===== config.mk =====
export PLATFORM = sky130hd
export DESIGN_NAME = ddr_lane_top
export DESIGN_NICKNAME = d
export VERILOG_FILES = /design/src/common/phy_types_pkg.sv /design/src/common/phy_regs_pkg.sv /design/src/logic/apb_delay_regs.sv /design/src/byte_lane/lane_bit_slice.sv /design/src/byte_lane/dqs_slice.sv /design/src/byte_lane/byte_lane.sv /design/src/logic/ddr_lane_top.sv
export SDC_FILE = /design/constraint.sdc
export NUM_CORES = 1
export LEC_CHECK = 0
export BUFFER_PORTS_ARGS = -buffer_cell sky130_fd_sc_hd__buf_4
export CORE_UTILIZATION = 45
export CTS_BUF_LIST = sky130_fd_sc_hd__clkbuf_4 sky130_fd_sc_hd__clkbuf_8
export DETAILED_ROUTE_END_ITERATION = 8
export PLACE_DENSITY = 0.63
export SLEW_MARGIN = 25
export SYNTH_ARGS = -nofsm -noshare
export SYNTH_HDL_FRONTEND = slang
export SYNTH_SLANG_ARGS = --single-unit

===== constraint.sdc =====
create_clock -name clk_div -period 6.3 [get_ports clk_div]
set_input_delay 0.945 -clock clk_div [delete_from_list [all_inputs] [get_ports clk_div]]
set_output_delay 0.945 -clock clk_div [all_outputs]
set_load 0.005 [all_outputs]

===== src/common/phy_types_pkg.sv =====
/*
 * phy_types_pkg
 * beat-level types for the byte lane data path: the per-cycle write word,
 * the word driven toward the pads and the received word
 */
package phy_types_pkg;

    localparam int BEATS = 4;            // beats per clk_div cycle
    localparam int DQ_PINS = 8;          // data pins in one byte lane
    localparam int HIST_BEATS = 3 * BEATS; // current word plus two older words

    typedef logic [BEATS-1:0] beats_t;   // bit k is beat k, beat 0 goes out first

    typedef struct packed {
        logic [DQ_PINS*BEATS-1:0] dq;    // beat-major, byte k is beat k
        beats_t dm;
        beats_t dq_oe_n;                 // active low, shared by dq and dm
        beats_t dqs;
        beats_t dqs_oe_n;
    } lane_tx_t;

    typedef struct packed {
        logic [DQ_PINS*BEATS-1:0] dq;
        beats_t dm;
        beats_t dq_oe_n;
        beats_t dqs;
        beats_t dqs_oe_n;
        logic odt_off_dq;                // termination off on dq and dm
        logic odt_off_dqs;               // termination off on the strobe
    } lane_pad_out_t;

    typedef struct packed {
        logic [DQ_PINS*BEATS-1:0] dq;
        beats_t dqs;                     // received strobe beats for training
    } lane_rx_t;

    // picks the 4 beats that are dly beats late out of a 12-beat history
    // hist = {current, previous, the one before}, so beat j comes from hist[8+j-dly]
    function automatic beats_t beat_window(input logic [HIST_BEATS-1:0] hist,
                                           input logic [2:0] dly);
        beats_t win;
        int j;
        for (j = 0; j < BEATS; j++) begin
            win[j] = hist[2*BEATS + j - int'(dly)];
        end
        return win;
    endfunction

endpackage


===== src/common/phy_regs_pkg.sv =====
/*
 * phy_regs_pkg
 * register map of the delay configuration port, delay targets and
 * the bundle of active delays handed to the byte lane
 */
package phy_regs_pkg;

    localparam int NUM_ODLY = 10;            // dq0..dq7, dqs, dm
    localparam int NUM_IDLY = 9;             // dq0..dq7, dqs (dm is output only)

    localparam logic [7:0] REG_ODLY_BASE = 8'h00; // output delays, index*4
    localparam logic [7:0] REG_IDLY_BASE = 8'h40; // input delays, index*4
    localparam logic [7:0] REG_SET = 8'h80;       // commit pending -> active
    localparam logic [7:0] REG_ODT = 8'h84;       // bit0 dq/dm, bit1 dqs
    localparam logic [7:0] REG_BANK_MASK = 8'hc0; // selects the delay bank

    typedef logic [7:0] dly_t;               // only [2:0] sets the beat delay

    typedef enum logic [3:0] {
        DLY_DQ0 = 4'd0,
        DLY_DQ1 = 4'd1,
        DLY_DQ2 = 4'd2,
        DLY_DQ3 = 4'd3,
        DLY_DQ4 = 4'd4,
        DLY_DQ5 = 4'd5,
        DLY_DQ6 = 4'd6,
        DLY_DQ7 = 4'd7,
        DLY_DQS = 4'd8,
        DLY_DM  = 4'd9
    } dly_target_e;

    typedef enum logic {
        OUT_DLY,
        IN_DLY
    } reg_dir_e;

    typedef struct packed {
        dly_t [NUM_ODLY-1:0] odly;           // indexed by dly_target_e
        dly_t [NUM_IDLY-1:0] idly;
    } dly_bus_t;

endpackage


===== src/logic/apb_delay_regs.sv =====
/*
 * apb_delay_regs
 * APB slave with pending and active per-pin delay registers, a SET register
 * that commits all pending values at once, and the two ODT disable bits
 */
module apb_delay_regs (
    input  logic                   clk_div,
    input  logic                   rst,
    input  logic [7:0]             paddr,
    input  logic                   psel,
    input  logic                   penable,
    input  logic                   pwrite,
    input  logic [31:0]            pwdata,
    output logic [31:0]            prdata,
    output logic                   pready,
    output logic                   pslverr,
    output phy_regs_pkg::dly_bus_t delays,
    output logic                   odt_off_dq,
    output logic                   odt_off_dqs
);
    import phy_regs_pkg::*;

    typedef enum logic [1:0] {
        ACC_DLY,                                 // one of the delay registers
        ACC_SET,
        ACC_ODT,
        ACC_BAD                                  // unmapped, answers with pslverr
    } acc_e;

    acc_e                acc;
    reg_dir_e            dir;
    dly_target_e         tgt;
    logic                access;                 // apb access phase
    logic                wr_ok;
    dly_t [NUM_ODLY-1:0] odly_pend;
    dly_t [NUM_IDLY-1:0] idly_pend;

    // address decode
    always_comb begin
        acc = ACC_BAD;
        dir = OUT_DLY;
        tgt = dly_target_e'(paddr[5:2]);         // word index inside a bank
        if (paddr == REG_SET) begin
            acc = ACC_SET;
        end else if (paddr == REG_ODT) begin
            acc = ACC_ODT;
        end else if (paddr[1:0] == 2'b00) begin
            if ((paddr & REG_BANK_MASK) == REG_ODLY_BASE) begin
                dir = OUT_DLY;
                if (paddr[5:2] < NUM_ODLY) acc = ACC_DLY;
            end else if ((paddr & REG_BANK_MASK) == REG_IDLY_BASE) begin
                dir = IN_DLY;
                if (paddr[5:2] < NUM_IDLY) acc = ACC_DLY; // no dm input delay
            end
        end
    end

    assign pready = 1'b1;                        // zero wait states
    assign access = psel & penable & pready;
    assign wr_ok = access & pwrite & (acc != ACC_BAD);
    assign pslverr = access & (acc == ACC_BAD);

    // read mux returns active values
    always_comb begin
        prdata = '0;
        case (acc)
            ACC_DLY: begin
                if (dir == OUT_DLY) prdata[7:0] = delays.odly[tgt];
                else prdata[7:0] = delays.idly[tgt];
            end
            ACC_ODT: prdata[1:0] = {odt_off_dqs, odt_off_dq};
            default: prdata = '0;                // SET reads as zero
        endcase
    end

    always_ff @(posedge clk_div) begin
        if (rst) begin
            odly_pend <= '0;
            idly_pend <= '0;
            delays <= '0;                        // all pins start undelayed
            odt_off_dq <= 1'b1;                  // termination off until told
            odt_off_dqs <= 1'b1;
        end else if (wr_ok) begin
            case (acc)
                ACC_DLY: begin
                    if (dir == OUT_DLY) odly_pend[tgt] <= pwdata[7:0];
                    else idly_pend[tgt] <= pwdata[7:0];
                end
                ACC_SET: begin
                    delays.odly <= odly_pend;    // every pin switches together
                    delays.idly <= idly_pend;
                end
                ACC_ODT: begin
                    odt_off_dq <= pwdata[0];
                    odt_off_dqs <= pwdata[1];
                end
                default: ;
            endcase
        end
    end

endmodule


===== src/byte_lane/lane_bit_slice.sv =====
/*
 * lane_bit_slice
 * one data pin: beat delay line on the serializer side with the tristate
 * kept aligned to its data, plus an optional delayed receive path
 */
module lane_bit_slice #(
    parameter bit HAS_INPUT = 1'b1             // 0 removes the receive path
) (
    input  logic               clk_div,
    input  logic               rst,
    input  logic [3:0]         tx_beats,
    input  logic [3:0]         tx_oe_n,
    input  phy_regs_pkg::dly_t odly,
    input  phy_regs_pkg::dly_t idly,
    output logic [3:0]         pad_out,
    output logic [3:0]         pad_oe_n,
    input  logic [3:0]         pad_in,
    output logic [3:0]         rx_beats
);
    import phy_types_pkg::*;

    beats_t tx_p1;                               // previous word
    beats_t tx_p2;                               // word before that
    beats_t oe_p1;
    beats_t oe_p2;

    // history of older words, data side
    always_ff @(posedge clk_div) begin
        tx_p1 <= tx_beats;
        tx_p2 <= tx_p1;
    end

    always_ff @(posedge clk_div) begin
        if (rst) begin
            oe_p1 <= '1;                         // history reads as tristate
            oe_p2 <= '1;
            pad_out <= '0;
            pad_oe_n <= '1;
        end else begin
            oe_p1 <= tx_oe_n;
            oe_p2 <= oe_p1;
            // same shift for data and enable keeps the window around the data
            pad_out <= beat_window({tx_beats, tx_p1, tx_p2}, odly[2:0]);
            pad_oe_n <= beat_window({tx_oe_n, oe_p1, oe_p2}, odly[2:0]);
        end
    end

    if (HAS_INPUT) begin : g_rx
        beats_t in_r;                            // pad word, registered
        beats_t in_p1;
        beats_t in_p2;

        always_ff @(posedge clk_div) begin
            in_r <= pad_in;
            in_p1 <= in_r;
            in_p2 <= in_p1;
        end

        always_ff @(posedge clk_div) begin
            if (rst) begin
                rx_beats <= '0;
            end else begin
                rx_beats <= beat_window({in_r, in_p1, in_p2}, idly[2:0]);
            end
        end
    end else begin : g_no_rx
        assign rx_beats = '0;                    // output only pin
    end

endmodule


===== src/byte_lane/dqs_slice.sv =====
/*
 * dqs_slice
 * strobe pin: delayed output strobe with aligned tristate, and the delayed
 * received strobe beats returned to the controller for training
 */
module dqs_slice (
    input  logic               clk_div,
    input  logic               rst,
    input  logic [3:0]         tx_beats,
    input  logic [3:0]         tx_oe_n,
    input  phy_regs_pkg::dly_t odly,
    input  phy_regs_pkg::dly_t idly,
    output logic [3:0]         pad_out,
    output logic [3:0]         pad_oe_n,
    input  logic [3:0]         pad_in,
    output logic [3:0]         rx_beats
);
    import phy_types_pkg::*;

    beats_t dqs_p1;                              // strobe history
    beats_t dqs_p2;
    beats_t oe_p1;
    beats_t oe_p2;
    beats_t rcv_r;                               // received strobe, registered
    beats_t rcv_p1;
    beats_t rcv_p2;

    always_ff @(posedge clk_div) begin
        dqs_p1 <= tx_beats;
        dqs_p2 <= dqs_p1;
        rcv_r <= pad_in;
        rcv_p1 <= rcv_r;
        rcv_p2 <= rcv_p1;
    end

    always_ff @(posedge clk_div) begin
        if (rst) begin
            oe_p1 <= '1;
            oe_p2 <= '1;
            pad_out <= '0;                       // strobe parked low
            pad_oe_n <= '1;                      // and not driven
            rx_beats <= '0;
        end else begin
            oe_p1 <= tx_oe_n;
            oe_p2 <= oe_p1;
            pad_out <= beat_window({tx_beats, dqs_p1, dqs_p2}, odly[2:0]);
            pad_oe_n <= beat_window({tx_oe_n, oe_p1, oe_p2}, odly[2:0]);
            rx_beats <= beat_window({rcv_r, rcv_p1, rcv_p2}, idly[2:0]);
        end
    end

endmodule


===== src/byte_lane/byte_lane.sv =====
/*
 * byte_lane
 * one DDR3 byte lane at beat level: registers the write word and ODT bits,
 * splits the beat-major bytes into per-pin beats for the DQ, DM and DQS
 * slices and packs the results back toward the pads and the controller
 */
module byte_lane #(
    parameter int NUM_DQ = 8
) (
    input  logic                        clk_div,
    input  logic                        rst,
    input  phy_types_pkg::lane_tx_t     tx,
    input  phy_regs_pkg::dly_bus_t      delays,
    input  logic                        odt_off_dq,
    input  logic                        odt_off_dqs,
    output phy_types_pkg::lane_pad_out_t pad,
    input  logic [31:0]                 dq_pad_in,
    input  logic [3:0]                  dqs_pad_in,
    output phy_types_pkg::lane_rx_t     rx
);
    import phy_types_pkg::*;
    import phy_regs_pkg::*;

    lane_tx_t tx_r;                              // input word, one cycle late
    logic     odt_dq_r;
    logic     odt_dqs_r;

    beats_t dq_tx  [DQ_PINS];                    // per-pin beats
    beats_t dq_out [DQ_PINS];
    beats_t dq_oe  [DQ_PINS];
    beats_t dq_in  [DQ_PINS];
    beats_t dq_rx  [DQ_PINS];
    beats_t dm_out;
    beats_t dm_oe;
    beats_t dqs_out;
    beats_t dqs_oe;
    beats_t dqs_rx;
    beats_t oe_all;                              // combined dq/dm tristate
    logic [DQ_PINS*BEATS-1:0] pad_dq;
    logic [DQ_PINS*BEATS-1:0] rx_dq;

    always_ff @(posedge clk_div) begin
        if (rst) begin
            tx_r.dq <= '0;
            tx_r.dm <= '0;
            tx_r.dqs <= '0;
            tx_r.dq_oe_n <= '1;                  // pads tristated
            tx_r.dqs_oe_n <= '1;
            odt_dq_r <= 1'b1;
            odt_dqs_r <= 1'b1;
        end else begin
            tx_r <= tx;
            odt_dq_r <= odt_off_dq;
            odt_dqs_r <= odt_off_dqs;
        end
    end

    for (genvar i = 0; i < DQ_PINS; i++) begin : g_dq
        // byte b of the word carries beat b of every pin
        assign dq_tx[i] = {tx_r.dq[i+3*DQ_PINS], tx_r.dq[i+2*DQ_PINS],
                           tx_r.dq[i+DQ_PINS], tx_r.dq[i]};
        assign dq_in[i] = {dq_pad_in[i+3*DQ_PINS], dq_pad_in[i+2*DQ_PINS],
                           dq_pad_in[i+DQ_PINS], dq_pad_in[i]};
        if (i < NUM_DQ) begin : g_pin
            lane_bit_slice #(
                .HAS_INPUT(1'b1)
            ) dq_slice_inst (
                .clk_div  (clk_div),
                .rst      (rst),
                .tx_beats (dq_tx[i]),
                .tx_oe_n  (tx_r.dq_oe_n),
                .odly     (delays.odly[i]),
                .idly     (delays.idly[i]),
                .pad_out  (dq_out[i]),
                .pad_oe_n (dq_oe[i]),
                .pad_in   (dq_in[i]),
                .rx_beats (dq_rx[i])
            );
        end else begin : g_unused
            assign dq_out[i] = '0;               // pin not fitted, park it
            assign dq_oe[i] = '1;
            assign dq_rx[i] = '0;
        end
        for (genvar b = 0; b < BEATS; b++) begin : g_beat
            assign pad_dq[b*DQ_PINS+i] = dq_out[i][b];
            assign rx_dq[b*DQ_PINS+i] = dq_rx[i][b];
        end
    end

    lane_bit_slice #(
        .HAS_INPUT(1'b0)                         // dm is write only
    ) dm_slice_inst (
        .clk_div  (clk_div),
        .rst      (rst),
        .tx_beats (tx_r.dm),
        .tx_oe_n  (tx_r.dq_oe_n),
        .odly     (delays.odly[DLY_DM]),
        .idly     ('0),
        .pad_out  (dm_out),
        .pad_oe_n (dm_oe),
        .pad_in   ('0),
        .rx_beats ()
    );

    dqs_slice dqs_slice_inst (
        .clk_div  (clk_div),
        .rst      (rst),
        .tx_beats (tx_r.dqs),
        .tx_oe_n  (tx_r.dqs_oe_n),
        .odly     (delays.odly[DLY_DQS]),
        .idly     (delays.idly[DLY_DQS]),
        .pad_out  (dqs_out),
        .pad_oe_n (dqs_oe),
        .pad_in   (dqs_pad_in),
        .rx_beats (dqs_rx)
    );

    // a beat is driven when any dq or dm pin drives it
    always_comb begin
        oe_all = dm_oe;
        for (int i = 0; i < DQ_PINS; i++) begin
            oe_all = oe_all & dq_oe[i];
        end
    end

    assign pad = '{dq: pad_dq, dm: dm_out, dq_oe_n: oe_all, dqs: dqs_out,
                   dqs_oe_n: dqs_oe, odt_off_dq: odt_dq_r, odt_off_dqs: odt_dqs_r};
    assign rx = '{dq: rx_dq, dqs: dqs_rx};

endmodule


===== src/logic/ddr_lane_top.sv =====
/*
 * ddr_lane_top
 * byte lane with its APB delay configuration block
 */
module ddr_lane_top #(
    parameter int NUM_DQ = 8
) (
    input  logic                         clk_div,
    input  logic                         rst,
    input  logic [7:0]                   paddr,
    input  logic                         psel,
    input  logic                         penable,
    input  logic                         pwrite,
    input  logic [31:0]                  pwdata,
    output logic [31:0]                  prdata,
    output logic                         pready,
    output logic                         pslverr,
    input  phy_types_pkg::lane_tx_t      tx,
    output phy_types_pkg::lane_pad_out_t pad,
    input  logic [31:0]                  dq_pad_in,
    input  logic [3:0]                   dqs_pad_in,
    output phy_types_pkg::lane_rx_t      rx
);
    import phy_regs_pkg::*;

    dly_bus_t delays;                            // active delays, all pins
    logic     odt_off_dq;
    logic     odt_off_dqs;

    apb_delay_regs apb_delay_regs_inst (
        .clk_div     (clk_div),
        .rst         (rst),
        .paddr       (paddr),
        .psel        (psel),
        .penable     (penable),
        .pwrite      (pwrite),
        .pwdata      (pwdata),
        .prdata      (prdata),
        .pready      (pready),
        .pslverr     (pslverr),
        .delays      (delays),
        .odt_off_dq  (odt_off_dq),
        .odt_off_dqs (odt_off_dqs)
    );

    byte_lane #(
        .NUM_DQ(NUM_DQ)
    ) byte_lane_inst (
        .clk_div     (clk_div),
        .rst         (rst),
        .tx          (tx),
        .delays      (delays),
        .odt_off_dq  (odt_off_dq),
        .odt_off_dqs (odt_off_dqs),
        .pad         (pad),
        .dq_pad_in   (dq_pad_in),
        .dqs_pad_in  (dqs_pad_in),
        .rx          (rx)
    );

endmodule


======== After elaboration in Yosys (flattened, before gate mapping) ========
Cells that the tools add are included.
storage, ports and cells
  register bits ........................... 676
  bits of input ports ..................... 129
  output and inout port bits .............. 120
cells by class
  add/sub/neg operators ................... 76
  $lt $le $gt $ge ......................... 80
  equal/unequal tests ..................... 7
  mux-type cells .......................... 371
  bitwise operators ....................... 13
  reductions and logical operators ........ 8
operators with widths
  kind                   number
  $bmux W1 S4            116
  $lt A5 B6 Y1 const B   76
  $sub A4 B3 Y5 const A  76
  $mux W1                237
  $bwmux W80             1
  $bwmux W72             1
  $bmux W8 S4            2
  $and A4 B4 Y4          8
  $demux W8 S4           1
  $mux W8                4
  $eq A8 B8 Y1 const B   2
  $mux W2                7
  $logic_not A8 Y1       1
  $lt A4 B4 Y1 const B   2
  $mux W6                1
  $reduce_and A3 Y1      2
  $lt A4 B5 Y1 const B   1
  $and A1 B1 Y1          4
  $eq A2 B1 Y1 const B   2
  $eq A2 B2 Y1 const B   2
  $ge A4 B1 Y1 const B   1
  $logic_not A2 Y1       2
  $pmux W2 S2            1
  $reduce_and A2 Y1      2
  3 further kinds        3

======== Longest topological paths before layout ========
Gate-level depths: netlist of the first run.
  depth after elaboration ................. 10
  gate-level depth with buffers ........... 10
  gate-level depth less buffers ........... 6

======== Modules after synthesis ========
From an unflattened synthesis of the first run, not the netlist that was laid out.
second synthesis, totals
  cell total of the unflattened synthesis .. 3228
  area, all modules ....................... 34749.6 µm²
modules (own cells, without submodules)
  module                                                            instances  cells an instance  area each (µm²)  sequential area each (µm²)
  lane_bit_slice at byte_lane_inst.g_dq[0].g_pin.dq_slice_inst ...  7          175                2132.0           800.8
  apb_delay_regs                                                    1          1388               12603.3          6125.9
  dqs_slice                                                         1          185                2172.1           800.8
  lane_bit_slice at byte_lane_inst.g_dq[3].g_pin.dq_slice_inst      1          179                2155.8           800.8
  lane_bit_slice at byte_lane_inst.dm_slice_inst                    1          127                1456.4           480.5
  byte_lane                                                         1          124                1437.6           1001.0

======== Worst setup path before layout of the first run ========
Ideal clock, no wire load.
  path type ............................... input to output
  start ................................... input port paddr[2]
  end ..................................... output port prdata[1]
  arrival time ............................ 2.492 ns
  path slack .............................. 2.863 ns
  stages on the path ...................... 8
  buffers on the path ..................... 4
  cell sequence ........................... buf_2 buf_4 buf_2 buf_4 mux2i_1 o32ai_1 a2111oi_0 o22ai_1
on the way
  cells in the longest elaborated chain, start to end .. 9
  elaborated cells between the ends (all ways) .. 21
  classes of those cells .................. 2 x order compare; 3 x eq/ne; 15 x mux; 1 x reduce/logical
ends and longest elaborated chain
  element                                           line                  text
  start, declared                                   ddr_lane_top.sv:10    input logic [7:0] paddr,
  $lt A4 B4 Y1                                      apb_delay_regs.sv:53  if (paddr[5:2] < NUM_IDLY) acc = ACC_DLY;
  $mux W2                                           apb_delay_regs.sv:53
  $mux W2                                           apb_delay_regs.sv:51  end else if ((paddr & REG_BANK_MASK) == REG_IDLY_BASE) begin
  $mux W2                                           apb_delay_regs.sv:48  if ((paddr & REG_BANK_MASK) == REG_ODLY_BASE) begin
  $mux W2                                           apb_delay_regs.sv:47  end else if (paddr[1:0] == 2'b00) begin
  $mux W2                                           apb_delay_regs.sv:45  end else if (paddr == REG_ODT) begin
  $mux W2                                           apb_delay_regs.sv:43  if (paddr == REG_SET) begin
  $eq A2 B2 Y1 or $logic_not A2 Y1 (tied branches)  apb_delay_regs.sv:66  case (acc)
  $pmux W2 S2 *                                     apb_delay_regs.sv:66
  end, declared                                     ddr_lane_top.sv:15    output logic [31:0] prdata,
Every way passes the cells marked *; elsewhere a longest branch is shown, timed or not. The select of a mux whose other input is x is not followed.

======== Worst setup path after layout of the first run ========
Ends and elaborated chain as after synthesis.

==> results of run 1 <==
[flip-flops by register name, summed over array words and instances, names as in the netlist, 32 cells and up]
register                                            flops
apb_delay_regs_inst.delays                            152
apb_delay_regs_inst.odly_pend                          80
apb_delay_regs_inst.idly_pend                          72
byte_lane_inst.dq_tx                                   32
byte_lane_inst.g_dq.g_pin.dq_slice_inst.g_rx.in_p1     32
byte_lane_inst.g_dq.g_pin.dq_slice_inst.g_rx.in_p2     32
byte_lane_inst.g_dq.g_pin.dq_slice_inst.g_rx.in_r      32
byte_lane_inst.g_dq.g_pin.dq_slice_inst.pad_oe_n       32
byte_lane_inst.g_dq.g_pin.dq_slice_inst.pad_out        32
byte_lane_inst.g_dq.g_pin.dq_slice_inst.rx_beats       32
byte_lane_inst.g_dq.g_pin.dq_slice_inst.tx_p1          32
byte_lane_inst.g_dq.g_pin.dq_slice_inst.tx_p2          32
[worst paths after layout]
path | endpoint | cells past startpoint | startpoint | slack [ps]
setup / recovery | prdata[1] | 5 | paddr[2] | 1830
hold / removal | flip-flop | 1 | dq_pad_in[23] | 310
setup reg to reg | flip-flop | 5 | apb_delay_regs_inst.delays[89]$_SDFFE_PP0P_ | 3590
hold reg to reg | byte_lane_inst.dm_slice_inst.tx_p2[0]$_DFF_P_ | 0 | byte_lane_inst.dm_slice_inst.tx_p1[0]$_DFF_P_ | 350
[through the flow]
step                      utilization, %  setup WS, ps  area, um^2  hold WS, ps
final                              51.40          1833       35990        310.6
after global routing               51.40          1788       35990        277.5
after CTS                          51.39          1941       35990        246.3
after detailed placement           47.81          1863       33480        371.1
after global placement             47.80          1907       33470        363.6
after floorplan                        -          2863       31900        354.9
[layout by cell type, fill, tap and decap left out, drive strengths merged, types with 18 or more instances in the layout]
| cell type | synthesis | final |
|---|---|---|
| a21oi | 291 | 291 |
| buf | 117 | 231 |
| clkbuf | 190 | 179 |
| conb | 2 | 25 |
| dfxtp | 676 | 676 |
| ha | 76 | 76 |
| inv | 64 | 69 |
| mux2 | 18 | 18 |
| mux2i | 272 | 272 |
| mux4 | 264 | 264 |
| nand2 | 432 | 432 |
| nand2b | 18 | 18 |
| nand3 | 85 | 85 |
| nor2 | 126 | 126 |
| nor2b | 61 | 61 |
| o21ai | 97 | 97 |
| or2 | 27 | 27 |
| xnor2 | 30 | 30 |
| xor2 | 18 | 18 |
[cells by family (layout without fill, tap and decap cells)]
| kind of cell | after synthesis | after routing |
|---|---|---|
| flops | 676 | 676 |
| other cells | 2 | 26 |
| buf+inv | 371 | 497 |
| mux | 554 | 554 |
| fa+ha+maj | 76 | 76 |
| simple gates | 844 | 844 |
| compound gates | 467 | 467 |
| xor+xnor | 48 | 48 |
[cell type report]
cell class                      instances  area (um^2)  share of cell area [%]
Clock inverter                         23        271.5                  0.7543
Clock buffer                          179         2238                   6.219
Tap cell                              940         1176                   3.268
Sequential cell                       676        13530                   37.60
Inverter                               64        240.2                  0.6674
Antenna cell                            1        2.502                0.006952
Multi-Input combinational cell       2014        16780                   46.61
Timing Repair Buffer                  231         1754                   4.873
[synthesized netlist by cell type (3+ instances only)]
cell	number
buf_4	29
nand2b_1	18
a21oi_1	291
nand3_1	85
a31o_1	16
nor3_1	13
o21ai_0	97
mux2_2	18
and3_1	13
ha_1	76
nand4_1	13
a21o_1	9
xor2_1	18
a2bb2oi_1	10
buf_1	19
mux4_2	264
a2111oi_0	5
and4_1	3
a211oi_1	8
o21a_1	7
a31oi_1	3
nor2_1	125
or3_1	6
xnor2_1	30
mux2i_1	272
buf_2	66
o221ai_1	6
or2_2	26
nor2b_1	61
inv_1	64
nand3b_1	7
and2_1	13
clkbuf_1	190
nand2_1	432
nor4_1	17
buf_6	3
dfxtp_1	676
[layer usage]
layer	GRT usage, %	wire (um)	up-vias
met5	0	0	-
met4	9.405	2577	0
met3	3.794	4724	189
met2	38.02	40460	674
met1	27.45	32850	11658
li1	-	-	10901
[report_power, final]
part / internal (mW) / leakage, nW / switching [mW] / total [mW]
sequential: 4.40 / 5.55 / 0.0920 / 4.49
combinational: 0.249 / 6.46 / 0.267 / 0.515
clock: 2.43 / 1.34 / 1.80 / 4.22
total: 7.07 / 13.4 / 2.15 / 9.22
==> results.md, run 1 <==
* Outcome: finished clean
* DIE AREA at approximately 0.072 mm^2
* DRT iter0 DRCs at 1,619
* Layout cell share with drive strength beyond 1 at 23.69%
* Adder-Cell Fraction of Synth Area at under 10%
* Die Y at approximately 270 um
* Post-CTS sizing at 0
* Post-Synthesis Cells at between 3,000 and 4,000
* RSZ-0062 raised after global routing: no
* Rows at between 90 and 100
* DP HPWL at about 53 mm
* Worst-path clk slew at around 60 ps
* XOR/XNOR Fraction of Synth Area at between 1 and 1.5%
* Yosys cell types at 60
* Post-synth EDFFs at 0
* Vias per std cell at roughly 5.7
* Largest family of logic cells by synthesized area: multiplexers
* Syn avg cell area at approximately 10 um^2
* First-pass GRT wire length at between 100 and 150 mm
* DR DRC count at 0
* Compound-Gate Fraction of Synth Area at 8.173%
* IO Pins at about 250
* Root Driver: clkbuf_8
* Final period utilization at between 70% and 80%
* Drt first pass iters at 8
* Fillers at 6,279
* Design Power at 9.225 mW
* Largest net degree at the start of global routing at ~230
* Synth area leader: dfxtp_1
* P per Cell Area at approximately 260 mW/mm^2
* Critical Path Fanout Max at 44
* Worst setup SP type: input port
* Clock skew at around 44 ps
* Core area at between 0.07 and 0.08 mm^2
* Worst endpoint required time at between 5000 and 6000 ps
* Max cap viols at 0
* Routed vias at ~23,000
* Top cell type's share of synthesized area at a little over two fifths
* Slowest cell on crit path: a2111oi_0
* Port Buffers at 199
* Sequential fraction of the synthesis area at 42.54%
* Post-Synth Simple-Gate Area at about an eighth
* Crit path largest cell delay at between 700 and 800 ps
* ANT nets after route at 0
* Avg WL per Cell at 19.53 um
* Worst rel slew slack at 21.24%
* Leak at roughly 13 nW
* Final Hold Fails at 0
* WP data arrival at 3520 ps
* Die X at 267.9 um
* Placed Cells at 3,925
* Cells traversed along the worst timing path: buf_4 -> mux4_2 -> a2111oi_0 -> o22ai_1 -> buf_4
* Fmax achieved at 223.9 MHz
* Worst vdd ir at 0.0001614 V
* Area Overhead vs Synth at 13.14%
* GRT Total Usage at 22.16%
* CTS buffer count at between 100 and 150
* Critical path type: in2out
* Final Non-Filler Cells at 4,128
* Total wire length at 80.61 mm
* Initial antenna violation count at 1
* Post-route minimum period at 4467 ps
* CTS hold repair buffers at 0
* Post-Syn Area at approximately 0.032 mm^2
* Nets at about 3,300
* Setup bufs post-CTS at 0
* Primary FF master, synth: dfxtp_1
* Critical path's most frequent cell: buf_4
* Vias in the first global route at between 20,000 and 25,000
* H-tree depth at 3
* Sink Count at about 680
* Insertion delay to the later sink of the worst-skew pair at 730 ps
* Final setup fails at 0
* Worst slew pin tran at 1181 ps
* Starting Density at 45.43%
* Placer Congestion at ~0.91
* Yosys Warn Count at 0
* Mux contribution to synthesized area at between 20% and 30%
* HP Class: in2reg
* Crit path max-delay family: compound AO/OA/AOI/OAI gates
* CP Buf/Inv Count at 2
* GR Overflow Total at 0
* Area contributors post-synth: dfxtp_1 43%, mux4_2 19%, mux2i_1 8.6%
* FFs w/ async S/R, synth at 0%
* Clk buf depth at 3
* CTS tree: built
* Worst Setup End Kind: primary output
* Slew Limit Fails at 0
* Seq cells post-synth at a little under 700
* Setup TNS at 0 ps
No activity file was read; power rests on OpenSTA's default activity.
==> run 2: changes to the inputs <==
clock period = 4.2 ns   (was 6.3 ns; I/O delays follow)
==> results.md, run 2 (synthesis results as in run 1) <==
* Insertion delay to the later sink of the worst-skew pair at 740 ps (was 730 ps)
* Critical Path Fanout Max at 13 (was 44)
* Slowest cell on crit path: a2111oi_0 (unchanged)
* Outcome: finished clean (unchanged)
* Area Overhead vs Synth at 15.27% (was 13.14%)
* RSZ-0062 raised after global routing: no (unchanged)
* Routed vias at 23,585 (was 23,422)
* CTS buffer count at 115 (was 113)
* Final setup fails at 0 (unchanged)
* Cells traversed along the worst timing path: mux4_2 -> a2111oi_0 -> o22ai_1 -> buf_4 (was buf_4 -> mux4_2 -> a2111oi_0 -> o22ai_1 -> buf_4)
* HP Class: in2reg (unchanged)
* Final Hold Fails at 0 (unchanged)
* Vias in the first global route at 23,906 (was 23,531)
* Die X at 267.9 um (unchanged)
* FF/Latch Area at 0.01353 mm^2 (about the same)
* Worst setup SP type: flip-flop (was input port)
* Final period utilization at between 80% and 90%
* WP data arrival at 3130 ps (was 3520 ps)
* Die Y at 267.9 um (unchanged)
* Clock Power Share at 46.9% (was 45.8%)
* Fillers at 6,194 (was 6,279)
* Sw Ratio at 23.22% (was 23.35%)
* Placer Congestion at 0.9040 (was 0.9075)
* Leak at 13.67 nW (was 13.35 nW)
* Avg WL per Cell at 19.36 um (was 19.53 um)
* DRT iter0 DRCs at 1,545 (was 1,619)
* Multi-input logic area at 0.01677 mm^2 (was 0.01678 mm^2)
* DR DRC count at 0 (unchanged)
* H-tree depth at 3 (unchanged)
* Largest registers: apb_delay_regs_inst.delays (152), apb_delay_regs_inst.odly_pend (80), apb_delay_regs_inst.idly_pend (72) (unchanged)
* Slew Limit Fails at 0 (unchanged)
* First-pass GRT wire length at 129.1 mm (was 127.3 mm)
* Design Power at 14.21 mW (was 9.225 mW)
* Grt met3 use at 3.858% (was 3.794%)
* Rows at 97 (unchanged)
* Clk buf depth at 3 (unchanged)
* Int Pwr at 10.91 mW (was 7.071 mW)
* Drt first pass iters at 7 (was 8)
* Worst slew pin tran at 1058 ps (was 1181 ps)
* Worst rel slew slack at 29.35% (was 21.24%)
* Sw power at 3.299 mW (was 2.154 mW)
* Total wire length at 81.13 mm (was 80.61 mm)
* IO Pins at 249 (unchanged)
* Top reg by flops: apb_delay_regs_inst.delays (unchanged)
* Layout cell share with drive strength beyond 1 at 23.98% (was 23.69%)
* Met2 GRT Util at 39.21% (was 38.02%)
* Crit path max-delay family: compound AO/OA/AOI/OAI gates (unchanged)
* Worst vdd ir at 0.0003412 V (was 0.0001614 V)
* Crit path largest cell delay at 730 ps (was 750 ps)
* Max cap viols at 0 (unchanged)
* DIE AREA at 0.07176 mm^2 (unchanged)
* Commonest non-fill, non-tap cell in the layout: dfxtp_1 (unchanged)
* Nets at 3,360 (was 3,305)
* Commonest non-fill, non-tap cells in the layout: 675 x dfxtp_1, 432 x nand2_1, 291 x a21oi_1 (was 676 x dfxtp_1, 432 x nand2_1, 291 x a21oi_1)
* Largest register FFs at 152 (unchanged)
* GR Layer Usage met1 at 28.07% (was 27.45%)
* Starting Density at 45.43% (unchanged)
* Core area at 0.07003 mm^2 (unchanged)
* GR Overflow Total at 0 (unchanged)
* P per Cell Area at 387.4 mW/mm^2 (was 256.3 mW/mm^2)
* Setup bufs post-CTS at 0 (unchanged)
* GRT Total Usage at 22.47% (was 22.16%)
* Root Driver: clkbuf_8 (unchanged)
* GR peak layer: met2 (unchanged)
* Worst Setup End Kind: primary output (unchanged)
* Initial antenna violation count at 1 (unchanged)
* Worst endpoint required time at 3570 ps (was 5350 ps)
* Post-route minimum period at 3763 ps
* DP HPWL at 53.66 mm (was 52.90 mm)
* Clock skew at 35.95 ps (was 44.09 ps)
* Vias per std cell at 5.629 (was 5.674)
* CP Buf/Inv Count at 1 (was 2)
* Largest net degree at the start of global routing at 160 (was 228)
* Fmax achieved at about 270 MHz
* ANT nets after route at 0 (unchanged)
* Port Buffers at 199 (unchanged)
* Worst-path clk slew at 60 ps (about the same)
* Fin util at 52.37% (was 51.40%)
* Setup TNS at 0 ps (unchanged)
* Combinational Power Share at 5.6% (about the same)
* Sink Count at 676 (unchanged)
* Sequential power share at 47.4% (was 48.7%)
* CTS tree: built (unchanged)
* Critical path type: reg2out (was in2out)
-- run 2: cell count changes in the layout (fill, tap and decap cells not counted), sizes merged --
cell / change
bufinv: +5
clkinvlp: +2
clkbuf: -7
inv: -2
dlygate4sd3: +36
buf: +17
clkinv: +11
-- run 2: cell type report --
class | count | area share [%]
Multi-Input combinational cell | 2014 | 45.73
Clock buffer | 172 | 5.978
Sequential cell | 676 | 36.91
Tap cell | 940 | 3.207
Timing Repair Buffer | 284 | 6.251
Inverter | 64 | 0.6551
Clock inverter | 39 | 1.269
Antenna cell | 1 | 0.006824
-- run 2: final timing paths --
path,startpoint,endpoint,slack (ps),cells past startpoint
setup / recovery,apb_delay_regs_inst.delays[89]$_SDFFE_PP0P_,prdata[1],440,4
hold / removal,tx[0],byte_lane_inst.tx_r[0]$_SDFF_PP1_,90,2
setup reg to reg,apb_delay_regs_inst.delays[81]$_SDFFE_PP0P_,flip-flop,1440,5
hold reg to reg,flip-flop,flip-flop,380,0
-- run 2: routing by layer --
metal | vias up | wire [um] | part of all wire, %
li1 | 11014 | - | -
met1 | 11750 | 33760 | 42
met2 | 680 | 41170 | 51
met3 | 141 | 4190 | 5.2
met4 | 0 | 2006 | 2.5
met5 | - | 0 | 0
-- run 2: what timing repair did --
action                    in CTS  in global routing
resized for setup              0                  0
hold endpoints to repair      36                  0
hold buffers                  36                  0
-- run 2: worst reg2reg max path, stage by stage, from the launching register on --
cell     delay (ps)
dfxtp_1         770
inv_1           250
ha_1            270
xnor2_1         380
mux4_2          570
o21ai_0         370
-- run 2: power groups by stage --
stage / registers (mW) / logic (mW) / clock network (mW)
after floorplan: 6.81 / 0.504 / 0
after global placement: 6.86 / 0.756 / 0
after detailed placement: 6.88 / 0.769 / 0
after CTS: 6.74 / 0.799 / 6.81
after global routing: 6.76 / 0.860 / 7.11
final: 6.74 / 0.801 / 6.67
-- run 2: per-stage QoR --
step           area [um^2]  hold slack [ps]  std cells  setup WS (ps)
6_report             36670            92.06       4190          436.6
5_1_grt              36670            40.19       4190          316.5
4_1_cts              36670            31.67       4189          432.2
3_5_place_dp         33650            368.1       3942          690.2
3_3_place_gp         33650            364.5       3942          637.9
2_1_floorplan        31900            354.9       3061           1393
==> run 3: changes to the inputs <==
REMOVE_ABC_BUFFERS = 1   (was unset)
==> results.md, run 3 (synthesis results as in run 1) <==
* Outcome: finished clean (unchanged)
* DIE AREA at 0.07176 mm^2 (unchanged)
* Fillers at 6,162 (was 6,194)
* Clock skew at 54.29 ps (was 35.95 ps)
* Critical Path Start: apb_delay_regs_inst.delays[48]$_SDFFE_PP0P_ (was apb_delay_regs_inst.delays[89]$_SDFFE_PP0P_)
* Root Driver: clkbuf_8 (unchanged)
* Slew Limit Fails at 0 (unchanged)
* Starting Density at 45.43% (unchanged)
* Commonest non-fill, non-tap cell in the layout: dfxtp_1 (unchanged)
* Worst vdd ir at 0.0003258 V (was 0.0003412 V)
* Placed Cells at 3,937 (was 3,942)
* Avg WL per Cell at 19.23 um (was 19.36 um)
* Area Overhead vs Synth at 15.31% (was 15.27%)
* Vias per std cell at 5.633 (was 5.629)
* WP data arrival at 3070 ps (was 3130 ps)
* HP Start: tx[9] (was tx[0])
* Design Power at 14.45 mW (was 14.21 mW)
* Worst endpoint required time at 3570 ps (about the same)
* GR Overflow Total at 0 (unchanged)
* CP Buf/Inv Count at 2 (was 1)
* Insertion delay to the later sink of the worst-skew pair at 750 ps (was 740 ps)
* Commonest non-fill, non-tap cells in the layout: 676 x dfxtp_1, 432 x nand2_1, 291 x a21oi_1 (was 675 x dfxtp_1, 432 x nand2_1, 291 x a21oi_1)
* FF/Latch Area at 0.01353 mm^2 (about the same)
* Final period utilization at 87.99% (was 89.60%)
* CP Capture Point: prdata[0] (was prdata[1])
* Largest register FFs at 152 (unchanged)
* Final setup fails at 0 (unchanged)
* Die Y at 267.9 um (unchanged)
* RSZ-0062 raised after global routing: no (unchanged)
* DR DRC count at 0 (unchanged)
* Fmax achieved at 270.6 MHz (was 265.7 MHz)
* Worst setup SP type: flip-flop (unchanged)
* Core area at 0.07003 mm^2 (unchanged)
* Critical path type: reg2out (unchanged)
* Leak at 13.66 nW (was 13.67 nW)
* HP Class: in2reg (unchanged)
* FF-to-FF path depth at 5 (unchanged)
* Worst Setup End Kind: primary output (unchanged)
* Layout cell share with drive strength beyond 1 at 23.73% (was 23.98%)
* Setup TNS at 0 ps (unchanged)
* Reg2reg start: apb_delay_regs_inst.delays[145]$_SDFFE_PP0P_ (was apb_delay_regs_inst.delays[81]$_SDFFE_PP0P_)
* CP Depth at 5 (was 4)
* CTS tree: built (unchanged)
* Worst rel slew slack at 32.12% (was 29.35%)
* Rows at 97 (unchanged)
* CTS buffer count at 112 (was 115)
* Vias in the first global route at 23,681 (was 23,906)
* Critical Path Fanout Max at 13 (unchanged)
* Final Non-Filler Cells at 4,181 (was 4,190)
* Worst-path clk slew at 60 ps (about the same)
* Cells traversed along the worst timing path: inv_1 -> o2111ai_1 -> a31oi_1 -> o32ai_1 -> buf_4 (was mux4_2 -> a2111oi_0 -> o22ai_1 -> buf_4)
* Placer Congestion at 0.8734 (was 0.9040)
* GRT Total Usage at 22.17% (was 22.47%)
* IO Pins at 249 (unchanged)
* Nets at 3,352 (was 3,360)
* Largest net degree at the start of global routing at 221 (was 160)
* Sink Count at 676 (unchanged)
* H-tree depth at 3 (unchanged)
* Slowest cell on crit path: dfxtp_1 (was a2111oi_0)
* Initial antenna violation count at 7 (was 1)
* Crit path max-delay family: compound AO/OA/AOI/OAI gates (unchanged)
* Total wire length at 80.42 mm (was 81.13 mm)
* Crit path largest cell delay at 700 ps (was 730 ps)
* Max cap viols at 0 (unchanged)
* Worst R2R End: byte_lane_inst.dm_slice_inst.pad_oe_n[0]$_SDFF_PP1_
* ANT nets after route at 0 (unchanged)
* Clk buf depth at 3 (unchanged)
* Port Buffers at 199 (unchanged)
* Top reg by flops: apb_delay_regs_inst.delays (unchanged)
* Worst R2R Setup Slack at 1390 ps (was 1440 ps)
* DRT iter0 DRCs at 1,762 (was 1,545)
* Routed vias at 23,553 (was 23,585)
* Final Hold Fails at 0 (unchanged)
* Largest registers: apb_delay_regs_inst.delays (152), apb_delay_regs_inst.odly_pend (80), apb_delay_regs_inst.idly_pend (72) (unchanged)
* DP HPWL at 52.86 mm (was 53.66 mm)
* Multi-input logic area at 0.01678 mm^2 (was 0.01677 mm^2)
* Post-route minimum period at 3696 ps (was 3763 ps)
* Setup bufs post-CTS at 0 (unchanged)
* First-pass GRT wire length at 127.6 mm (was 129.1 mm)
* Hold slack at 71.74 ps (was 92.06 ps)
* Worst slew pin tran at 1018 ps (was 1058 ps)
* Die X at 267.9 um (unchanged)
* P per Cell Area at 394.0 mW/mm^2 (was 387.4 mW/mm^2)
* Drt first pass iters at 5 (was 7)
[run 3: cell count changes in the layout (fill, tap and decap cells not counted), moves of 3 or more]
| cell | previous run | this run |
|---|---|---|
| clkinv_2 | 22 | 13 |
| clkbuf_8 | 144 | 137 |
| clkbuf_4 | 28 | 34 |
| bufinv_16 | 9 | 14 |
| buf_4 | 242 | 239 |
[run 3: where the power goes]
part | internal (mW) | switching [mW] | leakage, nW
logic | 0.399 | 0.390 | 6.68
clock network | 4.14 | 2.78 | 1.43
registers | 6.59 | 0.151 | 5.55
[run 3: cell type report]
cell class	instances	area share (%)
Antenna cell	1	0.006822
Clock buffer	171	5.836
Clock inverter	36	1.579
Inverter	64	0.6549
Multi-Input combinational cell	2014	45.75
Sequential cell	676	36.89
Tap cell	940	3.206
Timing Repair Buffer	279	6.078
[run 3: how the worst min path moves through the flow]
| stage | to | slack, ps | depth (start not counted) |
|---|---|---|---|
| 4_1_cts | byte_lane_inst.tx_r[10]$_SDFF_PP1_ | 30 | 2 |
| 2_1_floorplan | byte_lane_inst.dm_slice_inst.tx_p1[1]$_DFF_P_ | 350 | 0 |
| 6_report | byte_lane_inst.tx_r[9]$_SDFF_PP1_ | 70 | 2 |
| 3_5_place_dp | flip-flop | 370 | 0 |
| 3_3_place_gp | byte_lane_inst.g_dq[3].g_pin.dq_slice_inst.tx_p2[0]$_DFF_P_ | 370 | 0 |
| 5_1_grt | byte_lane_inst.tx_r[9]$_SDFF_PP1_ | 40 | 2 |
[run 3: routing by layer]
layer  up-vias  global-route usage [%]  wire, um
li1      10995                       -         -
met1     11621                   27.65     33140
met2       747                   37.47     39760
met3       178                   4.307      4835
met4        12                   9.359      2596
met5         -                       0        79
[run 3: repair_timing]
action | CTS | global route
gates resized for setup | 0 | 0
hold endpoints to repair | 36 | 0
hold buffers | 36 | 0
[run 3: stage by stage]
stage	instance area [um^2]	worst slack (ps)	utilization [%]
final	36680	504.3	52.38
after floorplan	30530	-765.3	-
after global placement	33600	813.8	47.98
after CTS	36680	468.7	52.38
after detailed placement	33600	813.1	47.98
after global routing	36680	345.2	52.38
